<file path="config.mk">
export PLATFORM = sky130hd
export DESIGN_NAME = bsc_top
export DESIGN_NICKNAME = d
export VERILOG_FILES = /design/src/common/bsc_pkg.sv /design/src/decoder/bsc_decode.sv /design/src/decoder/bsc_immdec.sv /design/src/design/bsc_alu.sv /design/src/design/bsc_pc_unit.sv /design/src/design/bsc_regfile.sv /design/src/design/bsc_sequencer.sv /design/src/design/bsc_store_unit.sv /design/src/design/bsc_top.sv
export SDC_FILE = /design/constraint.sdc
export NUM_CORES = 2
export LEC_CHECK = 0
export BUFFER_PORTS_ARGS = -buffer_cell sky130_fd_sc_hd__buf_2
export CAP_MARGIN = 25
export CORE_UTILIZATION = 30
export DETAILED_ROUTE_END_ITERATION = 10
export PLACE_DENSITY = 0.48
export SETUP_SLACK_MARGIN = 0.3
export SLEW_MARGIN = 10
export SYNTH_ARGS = -nofsm -noshare
export SYNTH_HDL_FRONTEND = slang
export SYNTH_SLANG_ARGS = --single-unit
</file>
<file path="constraint.sdc">
create_clock -name clk -period 18.35 [get_ports clk]
set_input_delay 0.9175 -clock clk [delete_from_list [all_inputs] [get_ports clk]]
set_output_delay 0.9175 -clock clk [all_outputs]
set_load 0.05 [all_outputs]
</file>
<file path="src/common/bsc_pkg.sv">
`default_nettype none

package bsc_pkg;

   localparam int xlen = 32;
   localparam int cnt_w = 5;

   localparam logic [xlen-1:0] reset_pc = 32'h0000_0000;
   localparam logic [xlen-1:0] nop_incr = 32'd4;

   // RV32I major opcodes handled by the core
   localparam logic [6:0] opc_reg    = 7'b0110011;
   localparam logic [6:0] opc_imm    = 7'b0010011;
   localparam logic [6:0] opc_lui    = 7'b0110111;
   localparam logic [6:0] opc_jal    = 7'b1101111;
   localparam logic [6:0] opc_branch = 7'b1100011;
   localparam logic [6:0] opc_store  = 7'b0100011;

   typedef enum logic [2:0] {
      cls_alu_reg,
      cls_alu_imm,
      cls_lui,
      cls_jal,
      cls_branch,
      cls_store,
      cls_nop
   } op_class_e;

   typedef enum logic [2:0] {alu_add, alu_sub, alu_and, alu_or, alu_xor} alu_op_e;

   typedef enum logic [2:0] {imm_i, imm_s, imm_b, imm_u, imm_j} imm_type_e;

   typedef enum logic [1:0] {rd_from_alu, rd_from_link, rd_from_imm} rd_src_e;

   typedef enum logic [1:0] {st_fetch, st_compare, st_exec, st_store} seq_state_e;

endpackage

`default_nettype wire

</file>
<file path="src/decoder/bsc_decode.sv">
`timescale 1ns/1ps
`default_nettype none

module bsc_decode (
   input  wire                      clk,
   input  wire  [bsc_pkg::xlen-1:0] i_rdt,
   input  wire                      i_en,
   output bsc_pkg::op_class_e       o_class,
   output bsc_pkg::alu_op_e         o_alu_op,
   output logic                     o_op_b_imm,
   output logic                     o_bne,
   output bsc_pkg::rd_src_e         o_rd_src,
   output logic [4:0]               o_rd_addr,
   output logic [4:0]               o_rs1_addr,
   output logic [4:0]               o_rs2_addr
);
   import bsc_pkg::*;

   logic [6:0] opcode;
   logic [2:0] funct3;
   logic [6:0] funct7;
   logic f3_ok;
   alu_op_e f3_op;
   op_class_e cls_d;
   alu_op_e op_d;
   logic b_imm_d;
   rd_src_e src_d;

   assign opcode = i_rdt[6:0];
   assign funct3 = i_rdt[14:12];
   assign funct7 = i_rdt[31:25];

   // funct3 map shared by register and immediate forms
   always_comb begin
      f3_ok = 1'b1;
      case (funct3)
         3'b000: f3_op = alu_add;
         3'b100: f3_op = alu_xor;
         3'b110: f3_op = alu_or;
         3'b111: f3_op = alu_and;
         default: begin
            f3_op = alu_add;
            f3_ok = 1'b0;
         end
      endcase
   end

   always_comb begin
      cls_d = cls_nop;
      op_d = alu_add;
      b_imm_d = 1'b0;
      src_d = rd_from_alu;
      case (opcode)
         opc_reg: begin
            if (f3_ok && funct7 == 7'b0000000) begin
               cls_d = cls_alu_reg;
               op_d = f3_op;
            end else if (funct3 == 3'b000 && funct7 == 7'b0100000) begin
               cls_d = cls_alu_reg;
               op_d = alu_sub;
            end
         end
         opc_imm: begin
            if (f3_ok) begin
               cls_d = cls_alu_imm;
               op_d = f3_op;
               b_imm_d = 1'b1;
            end
         end
         opc_lui: begin
            cls_d = cls_lui;
            src_d = rd_from_imm;
         end
         opc_jal: begin
            cls_d = cls_jal;
            src_d = rd_from_link;
         end
         opc_branch: begin
            if (funct3[2:1] == 2'b00) begin
               cls_d = cls_branch;
            end
         end
         opc_store: begin
            // Word stores only, address is rs1 + imm through the adder
            if (funct3 == 3'b010) begin
               cls_d = cls_store;
               b_imm_d = 1'b1;
            end
         end
         default: cls_d = cls_nop;
      endcase
   end

   always_ff @(posedge clk) begin
      if (i_en) begin
         o_class <= cls_d;
         o_alu_op <= op_d;
         o_op_b_imm <= b_imm_d;
         o_bne <= funct3[0];
         o_rd_src <= src_d;
         o_rd_addr <= i_rdt[11:7];
         o_rs1_addr <= i_rdt[19:15];
         o_rs2_addr <= i_rdt[24:20];
      end
   end

endmodule

`default_nettype wire

</file>
<file path="src/decoder/bsc_immdec.sv">
`timescale 1ns/1ps
`default_nettype none

module bsc_immdec (
   input  wire                       clk,
   input  wire  [bsc_pkg::xlen-1:0]  i_rdt,
   input  wire                       i_en,
   input  wire  [bsc_pkg::cnt_w-1:0] i_cnt,
   output logic                      o_imm
);
   import bsc_pkg::*;

   imm_type_e imm_type;
   logic [xlen-1:0] imm_d;
   logic [xlen-1:0] imm_q;

   always_comb begin
      case (i_rdt[6:0])
         opc_store:  imm_type = imm_s;
         opc_branch: imm_type = imm_b;
         opc_lui:    imm_type = imm_u;
         opc_jal:    imm_type = imm_j;
         default:    imm_type = imm_i;
      endcase
   end

   // Sign always comes from bit 31
   always_comb begin
      case (imm_type)
         imm_s: imm_d = {{20{i_rdt[31]}}, i_rdt[31:25], i_rdt[11:7]};
         imm_b: imm_d = {{19{i_rdt[31]}}, i_rdt[31], i_rdt[7], i_rdt[30:25], i_rdt[11:8], 1'b0};
         imm_u: imm_d = {i_rdt[31:12], 12'h000};
         imm_j: imm_d = {{11{i_rdt[31]}}, i_rdt[31], i_rdt[19:12], i_rdt[20], i_rdt[30:21], 1'b0};
         default: imm_d = {{20{i_rdt[31]}}, i_rdt[31:20]};
      endcase
   end

   always_ff @(posedge clk) begin
      if (i_en) begin
         imm_q <= imm_d;
      end
   end

   assign o_imm = imm_q[i_cnt];

endmodule

`default_nettype wire

</file>
<file path="src/design/bsc_alu.sv">
`timescale 1ns/1ps
`default_nettype none

module bsc_alu (
   input  wire                       clk,
   input  wire                       i_rst_n,
   input  wire  [bsc_pkg::cnt_w-1:0] i_cnt,
   input  wire                       i_active,
   input  wire                       i_rs1,
   input  wire                       i_rs2,
   input  wire                       i_imm,
   input  wire                       i_op_b_imm,
   input  wire  bsc_pkg::alu_op_e    i_op,
   output logic                      o_rd,
   output logic                      o_eq
);
   import bsc_pkg::*;

   logic carry_q;
   logic eq_q;
   logic first;
   logic sub;
   logic op_b;
   logic b_eff;
   logic c_in;
   logic sum;

   assign first = i_cnt == '0;
   assign sub = i_op == alu_sub;
   assign op_b = i_op_b_imm ? i_imm : i_rs2;

   // Subtract as rs1 + ~b + 1, the +1 coming from the preset carry
   assign b_eff = op_b ^ sub;
   assign c_in = first ? sub : carry_q;
   assign sum = i_rs1 ^ b_eff ^ c_in;

   // Includes the current bit, so at count 31 it covers the whole word
   assign o_eq = (i_rs1 ~^ op_b) & (first | eq_q);

   always_comb begin
      case (i_op)
         alu_and: o_rd = i_rs1 & op_b;
         alu_or:  o_rd = i_rs1 | op_b;
         alu_xor: o_rd = i_rs1 ^ op_b;
         default: o_rd = sum;
      endcase
   end

   always_ff @(posedge clk or negedge i_rst_n) begin
      if (!i_rst_n) begin
         carry_q <= 1'b0;
         eq_q <= 1'b0;
      end else if (i_active) begin
         carry_q <= (i_rs1 & b_eff) | (c_in & (i_rs1 ^ b_eff));
         eq_q <= o_eq;
      end
   end

endmodule

`default_nettype wire

</file>
<file path="src/design/bsc_pc_unit.sv">
`timescale 1ns/1ps
`default_nettype none

module bsc_pc_unit (
   input  wire                       clk,
   input  wire                       i_rst_n,
   input  wire  [bsc_pkg::cnt_w-1:0] i_cnt,
   input  wire                       i_exec_en,
   input  wire                       i_jump,
   input  wire                       i_imm,
   output logic [bsc_pkg::xlen-1:0]  o_ibus_adr,
   output logic                      o_link
);
   import bsc_pkg::*;

   logic [xlen-1:0] pc;
   logic nxt_c;
   logic lnk_c;
   logic first;
   logic incr_bit;
   logic nxt_b;
   logic nxt_cin;
   logic lnk_cin;
   logic nxt_bit;

   assign first = i_cnt == '0;
   assign incr_bit = nop_incr[i_cnt];

   // PC shifts right during exec, so pc[0] is always bit cnt of the old PC
   assign nxt_b = i_jump ? i_imm : incr_bit;
   assign nxt_cin = first ? 1'b0 : nxt_c;
   assign nxt_bit = pc[0] ^ nxt_b ^ nxt_cin;

   // Return address for JAL
   assign lnk_cin = first ? 1'b0 : lnk_c;
   assign o_link = pc[0] ^ incr_bit ^ lnk_cin;

   assign o_ibus_adr = pc;

   always_ff @(posedge clk or negedge i_rst_n) begin
      if (!i_rst_n) begin
         pc <= reset_pc;
         nxt_c <= 1'b0;
         lnk_c <= 1'b0;
      end else if (i_exec_en) begin
         pc <= {nxt_bit, pc[xlen-1:1]};
         nxt_c <= (pc[0] & nxt_b) | (nxt_cin & (pc[0] ^ nxt_b));
         lnk_c <= (pc[0] & incr_bit) | (lnk_cin & (pc[0] ^ incr_bit));
      end
   end

endmodule

`default_nettype wire

</file>
<file path="src/design/bsc_regfile.sv">
`timescale 1ns/1ps
`default_nettype none

module bsc_regfile (
   input  wire                       clk,
   input  wire  [bsc_pkg::cnt_w-1:0] i_cnt,
   input  wire                       i_wen,
   input  wire  [4:0]                i_rd_addr,
   input  wire  [4:0]                i_rs1_addr,
   input  wire  [4:0]                i_rs2_addr,
   input  wire  bsc_pkg::rd_src_e    i_rd_src,
   input  wire                       i_alu_rd,
   input  wire                       i_link,
   input  wire                       i_imm,
   output logic                      o_rs1,
   output logic                      o_rs2
);
   import bsc_pkg::*;

   // x1..x31, x0 has no storage
   logic [xlen-1:0] regs [1:31];
   logic wr_bit;

   always_comb begin
      case (i_rd_src)
         rd_from_link: wr_bit = i_link;
         rd_from_imm:  wr_bit = i_imm;
         default:      wr_bit = i_alu_rd;
      endcase
   end

   assign o_rs1 = (i_rs1_addr == 5'd0) ? 1'b0 : regs[i_rs1_addr][i_cnt];
   assign o_rs2 = (i_rs2_addr == 5'd0) ? 1'b0 : regs[i_rs2_addr][i_cnt];

   // Old bit is read in the same cycle it gets overwritten
   always_ff @(posedge clk) begin
      if (i_wen && i_rd_addr != 5'd0) begin
         regs[i_rd_addr][i_cnt] <= wr_bit;
      end
   end

endmodule

`default_nettype wire

</file>
<file path="src/design/bsc_sequencer.sv">
`timescale 1ns/1ps
`default_nettype none

module bsc_sequencer (
   input  wire                       clk,
   input  wire                       i_rst_n,
   input  wire                       i_ibus_ack,
   input  wire  bsc_pkg::op_class_e  i_class,
   input  wire                       i_bne,
   input  wire                       i_eq,
   input  wire                       i_store_done,
   output logic                      o_ibus_cyc,
   output logic [bsc_pkg::cnt_w-1:0] o_cnt,
   output logic                      o_cmp_en,
   output logic                      o_exec_en,
   output logic                      o_rd_wen,
   output logic                      o_pc_jump,
   output logic                      o_store_start
);
   import bsc_pkg::*;

   seq_state_e state;
   logic taken;
   logic last;
   logic is_branch;
   logic is_store;
   logic writes_rd;

   assign last = o_cnt == '1;
   assign is_branch = i_class == cls_branch;
   assign is_store = i_class == cls_store;
   assign writes_rd = i_class inside {cls_alu_reg, cls_alu_imm, cls_lui, cls_jal};

   // First pass after a fetch lives in st_compare, but only a branch compares there
   assign o_cmp_en = (state == st_compare) & is_branch;
   assign o_exec_en = (state == st_exec) | ((state == st_compare) & !is_branch);

   assign o_rd_wen = o_exec_en & writes_rd;
   assign o_pc_jump = o_exec_en & ((i_class == cls_jal) | (is_branch & taken));
   assign o_store_start = o_exec_en & last & is_store;

   always_ff @(posedge clk or negedge i_rst_n) begin
      if (!i_rst_n) begin
         state <= st_fetch;
         o_cnt <= '0;
         o_ibus_cyc <= 1'b0;
         taken <= 1'b0;
      end else begin
         if (o_cmp_en | o_exec_en) begin
            o_cnt <= o_cnt + 1'b1;
         end
         case (state)
            st_fetch: begin
               if (o_ibus_cyc & i_ibus_ack) begin
                  o_ibus_cyc <= 1'b0;
                  state <= st_compare;
               end else begin
                  o_ibus_cyc <= 1'b1;
               end
            end
            st_store: begin
               if (i_store_done) begin
                  o_ibus_cyc <= 1'b1;
                  state <= st_fetch;
               end
            end
            default: begin
               if (o_exec_en & last) begin
                  if (is_store) begin
                     state <= st_store;
                  end else begin
                     o_ibus_cyc <= 1'b1;
                     state <= st_fetch;
                  end
               end else if (o_cmp_en & last) begin
                  // BEQ taken on equal, BNE on not equal
                  taken <= i_eq ^ i_bne;
                  state <= st_exec;
               end
            end
         endcase
      end
   end

endmodule

`default_nettype wire

</file>
<file path="src/design/bsc_store_unit.sv">
`timescale 1ns/1ps
`default_nettype none

module bsc_store_unit (
   input  wire                       clk,
   input  wire                       i_rst_n,
   input  wire  [bsc_pkg::cnt_w-1:0] i_cnt,
   input  wire                       i_capture,
   input  wire                       i_addr_bit,
   input  wire                       i_data_bit,
   input  wire                       i_start,
   input  wire                       i_dbus_ack,
   output logic [bsc_pkg::xlen-1:0]  o_dbus_adr,
   output logic [bsc_pkg::xlen-1:0]  o_dbus_dat,
   output logic                      o_dbus_cyc,
   output logic                      o_done
);

   // Filled on every exec pass, only used after a store
   always_ff @(posedge clk) begin
      if (i_capture) begin
         o_dbus_adr[i_cnt] <= i_addr_bit;
         o_dbus_dat[i_cnt] <= i_data_bit;
      end
   end

   assign o_done = o_dbus_cyc & i_dbus_ack;

   always_ff @(posedge clk or negedge i_rst_n) begin
      if (!i_rst_n) begin
         o_dbus_cyc <= 1'b0;
      end else if (i_start) begin
         o_dbus_cyc <= 1'b1;
      end else if (o_done) begin
         o_dbus_cyc <= 1'b0;
      end
   end

endmodule

`default_nettype wire

</file>
<file path="src/design/bsc_top.sv">
`timescale 1ns/1ps
`default_nettype none

module bsc_top (
   input  wire                      clk,
   input  wire                      i_rst_n,
   output logic [bsc_pkg::xlen-1:0] o_ibus_adr,
   output logic                     o_ibus_cyc,
   input  wire  [bsc_pkg::xlen-1:0] i_ibus_rdt,
   input  wire                      i_ibus_ack,
   output logic [bsc_pkg::xlen-1:0] o_dbus_adr,
   output logic [bsc_pkg::xlen-1:0] o_dbus_dat,
   output logic                     o_dbus_cyc,
   input  wire                      i_dbus_ack
);
   import bsc_pkg::*;

   logic [cnt_w-1:0] cnt;
   logic cmp_en;
   logic exec_en;
   logic rd_wen;
   logic pc_jump;
   logic store_start;
   logic store_done;
   logic eq;

   op_class_e op_class;
   alu_op_e alu_op;
   rd_src_e rd_src;
   logic op_b_imm;
   logic bne;
   logic [4:0] rd_addr;
   logic [4:0] rs1_addr;
   logic [4:0] rs2_addr;

   // Serial bit lanes
   logic imm;
   logic rs1;
   logic rs2;
   logic alu_rd;
   logic link_rd;

   bsc_sequencer u_seq (
      .clk           (clk),
      .i_rst_n       (i_rst_n),
      .i_ibus_ack    (i_ibus_ack),
      .i_class       (op_class),
      .i_bne         (bne),
      .i_eq          (eq),
      .i_store_done  (store_done),
      .o_ibus_cyc    (o_ibus_cyc),
      .o_cnt         (cnt),
      .o_cmp_en      (cmp_en),
      .o_exec_en     (exec_en),
      .o_rd_wen      (rd_wen),
      .o_pc_jump     (pc_jump),
      .o_store_start (store_start)
   );

   bsc_decode u_decode (
      .clk        (clk),
      .i_rdt      (i_ibus_rdt),
      .i_en       (o_ibus_cyc & i_ibus_ack),
      .o_class    (op_class),
      .o_alu_op   (alu_op),
      .o_op_b_imm (op_b_imm),
      .o_bne      (bne),
      .o_rd_src   (rd_src),
      .o_rd_addr  (rd_addr),
      .o_rs1_addr (rs1_addr),
      .o_rs2_addr (rs2_addr)
   );

   bsc_immdec u_immdec (
      .clk   (clk),
      .i_rdt (i_ibus_rdt),
      .i_en  (o_ibus_cyc & i_ibus_ack),
      .i_cnt (cnt),
      .o_imm (imm)
   );

   bsc_alu u_alu (
      .clk        (clk),
      .i_rst_n    (i_rst_n),
      .i_cnt      (cnt),
      .i_active   (cmp_en | exec_en),
      .i_rs1      (rs1),
      .i_rs2      (rs2),
      .i_imm      (imm),
      .i_op_b_imm (op_b_imm),
      .i_op       (alu_op),
      .o_rd       (alu_rd),
      .o_eq       (eq)
   );

   bsc_pc_unit u_pc (
      .clk        (clk),
      .i_rst_n    (i_rst_n),
      .i_cnt      (cnt),
      .i_exec_en  (exec_en),
      .i_jump     (pc_jump),
      .i_imm      (imm),
      .o_ibus_adr (o_ibus_adr),
      .o_link     (link_rd)
   );

   bsc_regfile u_rf (
      .clk        (clk),
      .i_cnt      (cnt),
      .i_wen      (rd_wen),
      .i_rd_addr  (rd_addr),
      .i_rs1_addr (rs1_addr),
      .i_rs2_addr (rs2_addr),
      .i_rd_src   (rd_src),
      .i_alu_rd   (alu_rd),
      .i_link     (link_rd),
      .i_imm      (imm),
      .o_rs1      (rs1),
      .o_rs2      (rs2)
   );

   // Store address comes out of the ALU adder, data straight from rs2
   bsc_store_unit u_store (
      .clk        (clk),
      .i_rst_n    (i_rst_n),
      .i_cnt      (cnt),
      .i_capture  (exec_en),
      .i_addr_bit (alu_rd),
      .i_data_bit (rs2),
      .i_start    (store_start),
      .i_dbus_ack (i_dbus_ack),
      .o_dbus_adr (o_dbus_adr),
      .o_dbus_dat (o_dbus_dat),
      .o_dbus_cyc (o_dbus_cyc),
      .o_done     (store_done)
   );

endmodule

`default_nettype wire

</file>
; Yosys cells after proc, flatten, opt, wreduce, memory -nomap -nowiden
; Memory sizes are Yosys's and may differ from the RTL's. A register that Yosys moved wholly into a read port is not among the register bits.
; Cells that the tools add are included.
[op_classes]
n_addsub = 1
multipliers = 0
div = 0
n_lt_le_gt_ge = 2
n_eq_ne = 33
n_shift = 0
mux = 55
bitwise_logic = 38
reduce_logical = 23
[ops]
columns = cell, n
row1 = 31-bit case mux with 4 select lines, 1
row2 = 32-bit bitwise mux, 2
row3 = 32-bit 2-to-1 mux, 1
row4 = "7-bit by 6-bit equality test with 1-bit output, second input constant", 4
row5 = 1-bit 2-to-1 mux, 23
row6 = "3-bit by 2-bit equality test with 1-bit output, second input constant", 7
row7 = "3-bit equality test, second input constant", 7
row8 = 1-bit bitwise AND, 18
row9 = 3-bit case mux with 6 select lines, 1
row10 = 1-bit binary-select mux with 5-bit select, 3
row11 = 5-bit logical NOT, 3
row12 = 3-bit 2-to-1 mux, 5
row13 = "7-bit equality test, second input constant", 2
row14 = 2-bit 2-to-1 mux, 7
row15 = 3-bit case mux with 4 select lines, 1
row16 = 5-bit 2-to-1 mux, 2
row17 = "3-bit by 1-bit equality test with 1-bit output, second input constant", 3
row18 = 3-bit case mux with 3 select lines, 1
row19 = 3-bit AND reduction, 3
row20 = 1-bit XOR, 9
row21 = 1-bit OR, 8
row22 = 2-bit case mux with 2 select lines, 2
row23 = 4-bit nonzero test, 2
row24 = "7-bit by 5-bit equality test with 1-bit output, second input constant", 1
row25 = 25 further kinds, 36
[word_totals]
reg_bits = 167
latchBits = 0
ram_bits = 992
romBits = 32
inputBits = 36
output_inout_bits = 98
wordCells = 175
mem_count = 2
[memory_table]
columns = name, words, word_bits, read_ports, rd_ports_with_merged_regs, write_ports, line_no
row1 = u_rf.regs, 31, 32, 2, 2, 1, bsc_regfile.sv:21  ; logic [xlen-1:0] regs [1:31];
row2 = (name not given), 32, 1, 1, 0, 0, bsc_pc_unit.sv:27  ; assign incr_bit = nop_incr[i_cnt];

; Logic depth before layout (Yosys ltp)
[depth]
ltp_word = 9
mapped_depth = 21
mapped_depth_nobuf = 15

; Modules after synthesis
; From an unflattened synthesis, not the netlist that was laid out.
[unflattened]
cells_unflattened = 4300
area_unflattened_um2 = 58596.2
[modules_own_cells]
columns = mod, instances, cells_per_inst, area_per_inst_um2, seq_area_each_um2
row1 = bsc_regfile, 1, 3827, 51476.9, 29788.6
row2 = bsc_store_unit, 1, 115, 2200.9, 1946.9
row3 = bsc_immdec, 1, 127, 1676.6, 960.9
row4 = bsc_pc_unit, 1, 81, 1343.8, 850.8
row5 = bsc_decode, 1, 61, 1001.0, 750.7
row6 = bsc_sequencer, 1, 60, 624.3, 225.2
row7 = bsc_alu, 1, 27, 260.2, 50.0
row8 = bsc_top, 1, 2, 12.5, 0.0

; Worst setup path after synthesis
; No wires, ideal clock.
[synth_path]
path_kind = flip-flop to flip-flop
startpoint = reg with a tool-made name
endpoint = mem u_rf.regs[10][0], data pin
setup_ps = 1583
t_arrival_ps = 11944
t_required_ps = 16767
slack_ps = 4823
stages_incl_launch_ff = 20
n_path_buf = 4
synth_period_minus_slack_ps = 13527
path_cell_list = dfxtp_1 clkbuf_1 buf_6 buf_2 buf_2 mux2i_1 a21oi_1 mux4_2 mux4_2 a22oi_1 nand4_1 nor2_1 or3_1 inv_2 fa_1 inv_1 nand2_1 o31ai_1 a221oi_1 mux2_2
[synth_rtl]
columns = item, line_no
row1 = end: declaration, bsc_regfile.sv:21

==> PnR_summary.wiki <==
{| class="wikitable"
! Metric !! Value
|-
| Outcome || completed
|-
| Number of instances in the synthesized netlist || between 4k and 5k
|-
| Root Driver || clkbuf_16
|-
| FFs w/ async S/R, synth || roughly 3.9%
|-
| Ratio of cells with drive above 1 in the final layout || approximately 24%
|-
| Final setup vio count || 0
|-
| Starting utilization of the core area || 30.2%
|-
| Total routed wirelength || approximately 200000 um
|-
| Number of standard-cell rows in the floorplan || between 150 and 200
|-
| Port bufs || ~130
|-
| Total power per unit cell area || between 150 and 200 nW/um2
|-
| Overflow left after global routing || 0
|-
| Slew at the pin with the worst max-slew slack || about 1.1 ns
|-
| Postcts setup bufs || 0
|-
| Number of hold buffers added after cts || 0
|-
| Commonest cells after routing, fill and taps aside || nor2_1 (1129), edfxtp_1 (1113), mux4_2 (496)
|-
| Synthesis warning total || 0
|-
| Sequential-to-total area share from yosys stat || between 50% and 60%
|-
| Detailed Place HPWL || 113000 um
|-
| Critical path startpoint category || register
|-
| Top Usage Layer GRT || met2
|-
| Final hold violation count || 0
|-
| Distinct cell type count of the synthesized netlist || between 60 and 70
|-
| Critical path capture point type || register
|-
| Number of search-and-repair iterations in the first detailed-routing pass || 6
|-
| Die X || ~440 um
|-
| Number of nets in the layout || roughly 4.2k
|-
| Final Max Slew Viols || 0
|-
| Antenna violation net count after detailed routing || 0
|-
| Reg-to-reg slack, setup || about 8 ns
|-
| Total routing resource utilization after global routing || 20.2%
|-
| Total Die Area || slightly below 200000 um2
|-
| Number of top-level design ports || 134
|-
| Via count || between 30k and 40k
|-
| Most frequently used flop master after synthesis || edfxtp_1
|-
| Clock slew at reported path FFs || around 0.060 ns
|-
| Most common cell after layout, fill and taps aside || nor2_1
|-
| Area of the multi-input gates || about 22000 um2
|-
| Max Fanout on Critical Path || 216
|-
| Number of filler instances in the final layout || approximately 19k
|-
| Layout overhead on the synthesized area || 13.5%
|-
| Global-route wire length before repair || 285000 um
|-
| Unrepaired setup endpoints after global routing || false
|-
| Worst slew slack as a fraction of its limit || about 27%
|-
| Clock latency on the worst-skew pair || a little under 0.8 ns
|-
| Worst EP required || 18.94 ns
|-
| Highest clock rate || a little under 100 MHz
|-
| Wirelength per Cell || about 30 um
|-
| HP Class || input pin to asynchronous set/reset pin
|-
| CTS H-tree lvls || 4
|-
| Core footprint || roughly 190000 um2
|-
| Via/cell ratio || between 5 and 6
|-
| Number of instances resized during post-cts repair || 0
|-
| Tcrit/Tclk final || a little under three fifths
|-
| Met2 usage || 33.6%
|-
| Average size of a mapped cell || 14.1 um2
|-
| Number of clock buffers inserted by TritonCTS || about 140
|-
| Footprint of the flip-flops and latches || around 35000 um2
|-
| Pleak || between 20 and 25 nW
|-
| DRC errors left || 0
|-
| Clock tree buffer depth || 3
|-
| Worst clock skew on the final layout || around 0.033 ns
|-
| Final weighted congestion in routability-driven placement || 0.802
|-
| Dominant cell type by area after synthesis || edfxtp_1
|-
| Overall die height || 443 um
|-
| Fraction of met3 tracks used by global routing || about 3.4%
|-
| Count of flip-flops with a built-in enable after synthesis || 1113
|-
| Number of global-route vias before repair || approximately 37k
|-
| Post-synthesis cell area || 58300 um2
|-
| Initial drt markers || 4156
|-
| Top post-synthesis cells by area || edfxtp_1 (57%), mux4_2 (19%), nor2_1 (7.3%)
|-
| Max-cap check violation count || 0
|-
| VDD IR-drop max || about 360 uV
|-
| CTS tree || yes
|-
| Fraction of post-synthesis cell area in the top cell type by area || between 50% and 60%
|-
| Clock period minus final worst setup slack || 10.32 ns
|-
| Setup TNS || 0 ns
|-
| Net count of the mapped netlist || 4182
|-
| Clock sink count || 1169
|-
| Pin count of the biggest net entering global routing || roughly 260
|-
| Flip-flop and latch count after synthesis || between 1k and 1.5k
|-
| Final core utilization || between 30% and 40%
|-
| Number of antenna violations at the first check in global routing || 8
|-
| GR Layer Usage met1 || a little over a quarter
|-
| Arr. time, crit path || approximately 11 ns
|-
| Worst setup path category || register to register
|}
==> power by group <==
group / switching, mW / internal [mW]
Combinational: 2.32 / 0.889
Sequential: 0.129 / 4.14
Clock: 1.13 / 1.53
==> kinds of logic (layout without fill, tap and decap cells) <==
group	count (synthesis)	count (layout)	synth area share [%]
adder cells (fa/ha/maj)	16	16	0.382
buffers and inverters	427	530	3.23
multiplexers	712	712	22.9
flip-flops	1169	1169	59.6
AO/OA/AOI/OAI	306	306	3.54
AND/OR/NAND/NOR	1495	1495	10.2
other	0	1	0
XOR/XNOR	5	5	0.0751
==> final timing paths <==
check	start	end	cells past startpoint
max in group asynchronous	i_rst_n	u_seq.o_cnt[0]	2
min in group clk	i_ibus_rdt[10]	u_decode.o_rd_addr[3]	1
hold reg to reg	u_pc.nxt_c	u_pc.nxt_c	2
hold / removal	i_rst_n	u_pc.o_ibus_adr[12]	2
setup reg to reg	register	u_rf.regs[15][0]	21
setup / recovery	register	u_rf.regs[15][0]	21
==> flip-flops by register name, summed over array words and instances (netlist names), 2 cells and up, named ones only <==
| signal | count |
|---|---|
| u_decode.o_rd_src | 2 |
| u_decode.o_rs1_addr | 5 |
| u_decode.o_alu_op | 3 |
| u_seq.state | 2 |
| u_seq.o_cnt | 5 |
| u_rf.regs | 992 |
| u_decode.o_rs2_addr | 5 |
| u_decode.o_rd_addr | 5 |
| u_decode.o_class | 3 |
| u_store.o_dbus_adr | 32 |
| u_immdec.imm_q | 32 |
| u_pc.o_ibus_adr | 32 |
| u_store.o_dbus_dat | 32 |
==> critical path, stage by stage (launching register included) <==
cell	delay [ns]
dfxtp_4	0.89
buf_4	0.59
buf_4	0.59
buf_4	0.75
mux4_2	0.59
mux4_2	0.50
mux4_2	0.58
a22oi_1	0.39
nand4_1	0.20
nor2_1	0.24
or3_1	0.33
inv_2	0.08
fa_1	0.49
inv_1	0.06
o21ai_0	0.18
nor2_1	0.10
a221oi_4	0.19
buf_4	0.36
mux2_8	0.80
buf_12	0.72
buf_4	0.63
buf_12	0.30
==> per-stage QoR <==
| step | std cells | setup WS, ns | hold WS [ns] | power, mW | instance area [um2] |
|---|---|---|---|---|---|
| after CTS | 6750 | 7.93 | 0.205 | 10.2 | 66000 |
| final | 6760 | 8.03 | 0.246 | 10.1 | 66200 |
| after global placement | 6490 | 7.97 | 0.441 | 7.50 | 61400 |
| after detailed placement | 6512 | 8.01 | 0.452 | 7.53 | 61800 |
| after floorplan | 4130 | 4.82 | 0.430 | 6.66 | 58300 |
| after global routing | 6760 | 7.48 | 0.269 | 10.5 | 66200 |
==> layer usage <==
metal,share of wire (%),vias to the layer above,wire length [um]
met2,49,1471,98000
met3,6.6,291,13200
met1,42,20200,83500
li1,-,15700,-
met4,3.0,8,6090
met5,0.027,-,55
==> layout make-up <==
type,instances,area share [%]
Inverter,19,0.108
Sequential cell,1169,52.6
Clock buffer,170,5.51
Antenna cell,1,0.00378
Timing Repair Buffer,273,3.18
Clock inverter,68,0.911
Tap cell,2526,4.78
Multi-Input combinational cell,2534,32.9
==> synthesized netlist by cell type, types with 5 or more instances <==
cell / n
inv_1: 16
nor2b_1: 20
mux2_2: 22
edfxtp_1: 1113
a32oi_1: 5
buf_2: 53
a211oi_1: 43
a21o_1: 21
ha_1: 13
dfrtp_1: 46
dfxtp_1: 10
nand2b_1: 12
and3_1: 6
and2_1: 12
a2111oi_0: 7
clkbuf_1: 288
nand3_1: 15
mux2i_1: 194
buf_6: 16
nand3b_1: 7
a22o_1: 8
a211o_1: 9
nor2_1: 1129
nor3b_1: 6
mux4_2: 496
buf_4: 25
nand2_1: 230
a31oi_1: 7
o22ai_1: 45
o21ai_0: 24
a311oi_1: 6
a21oi_1: 75
a22oi_1: 18
buf_1: 26
o31ai_1: 8
nand4_1: 7
nor3_1: 24
Power figures use the tool's default switching activity.
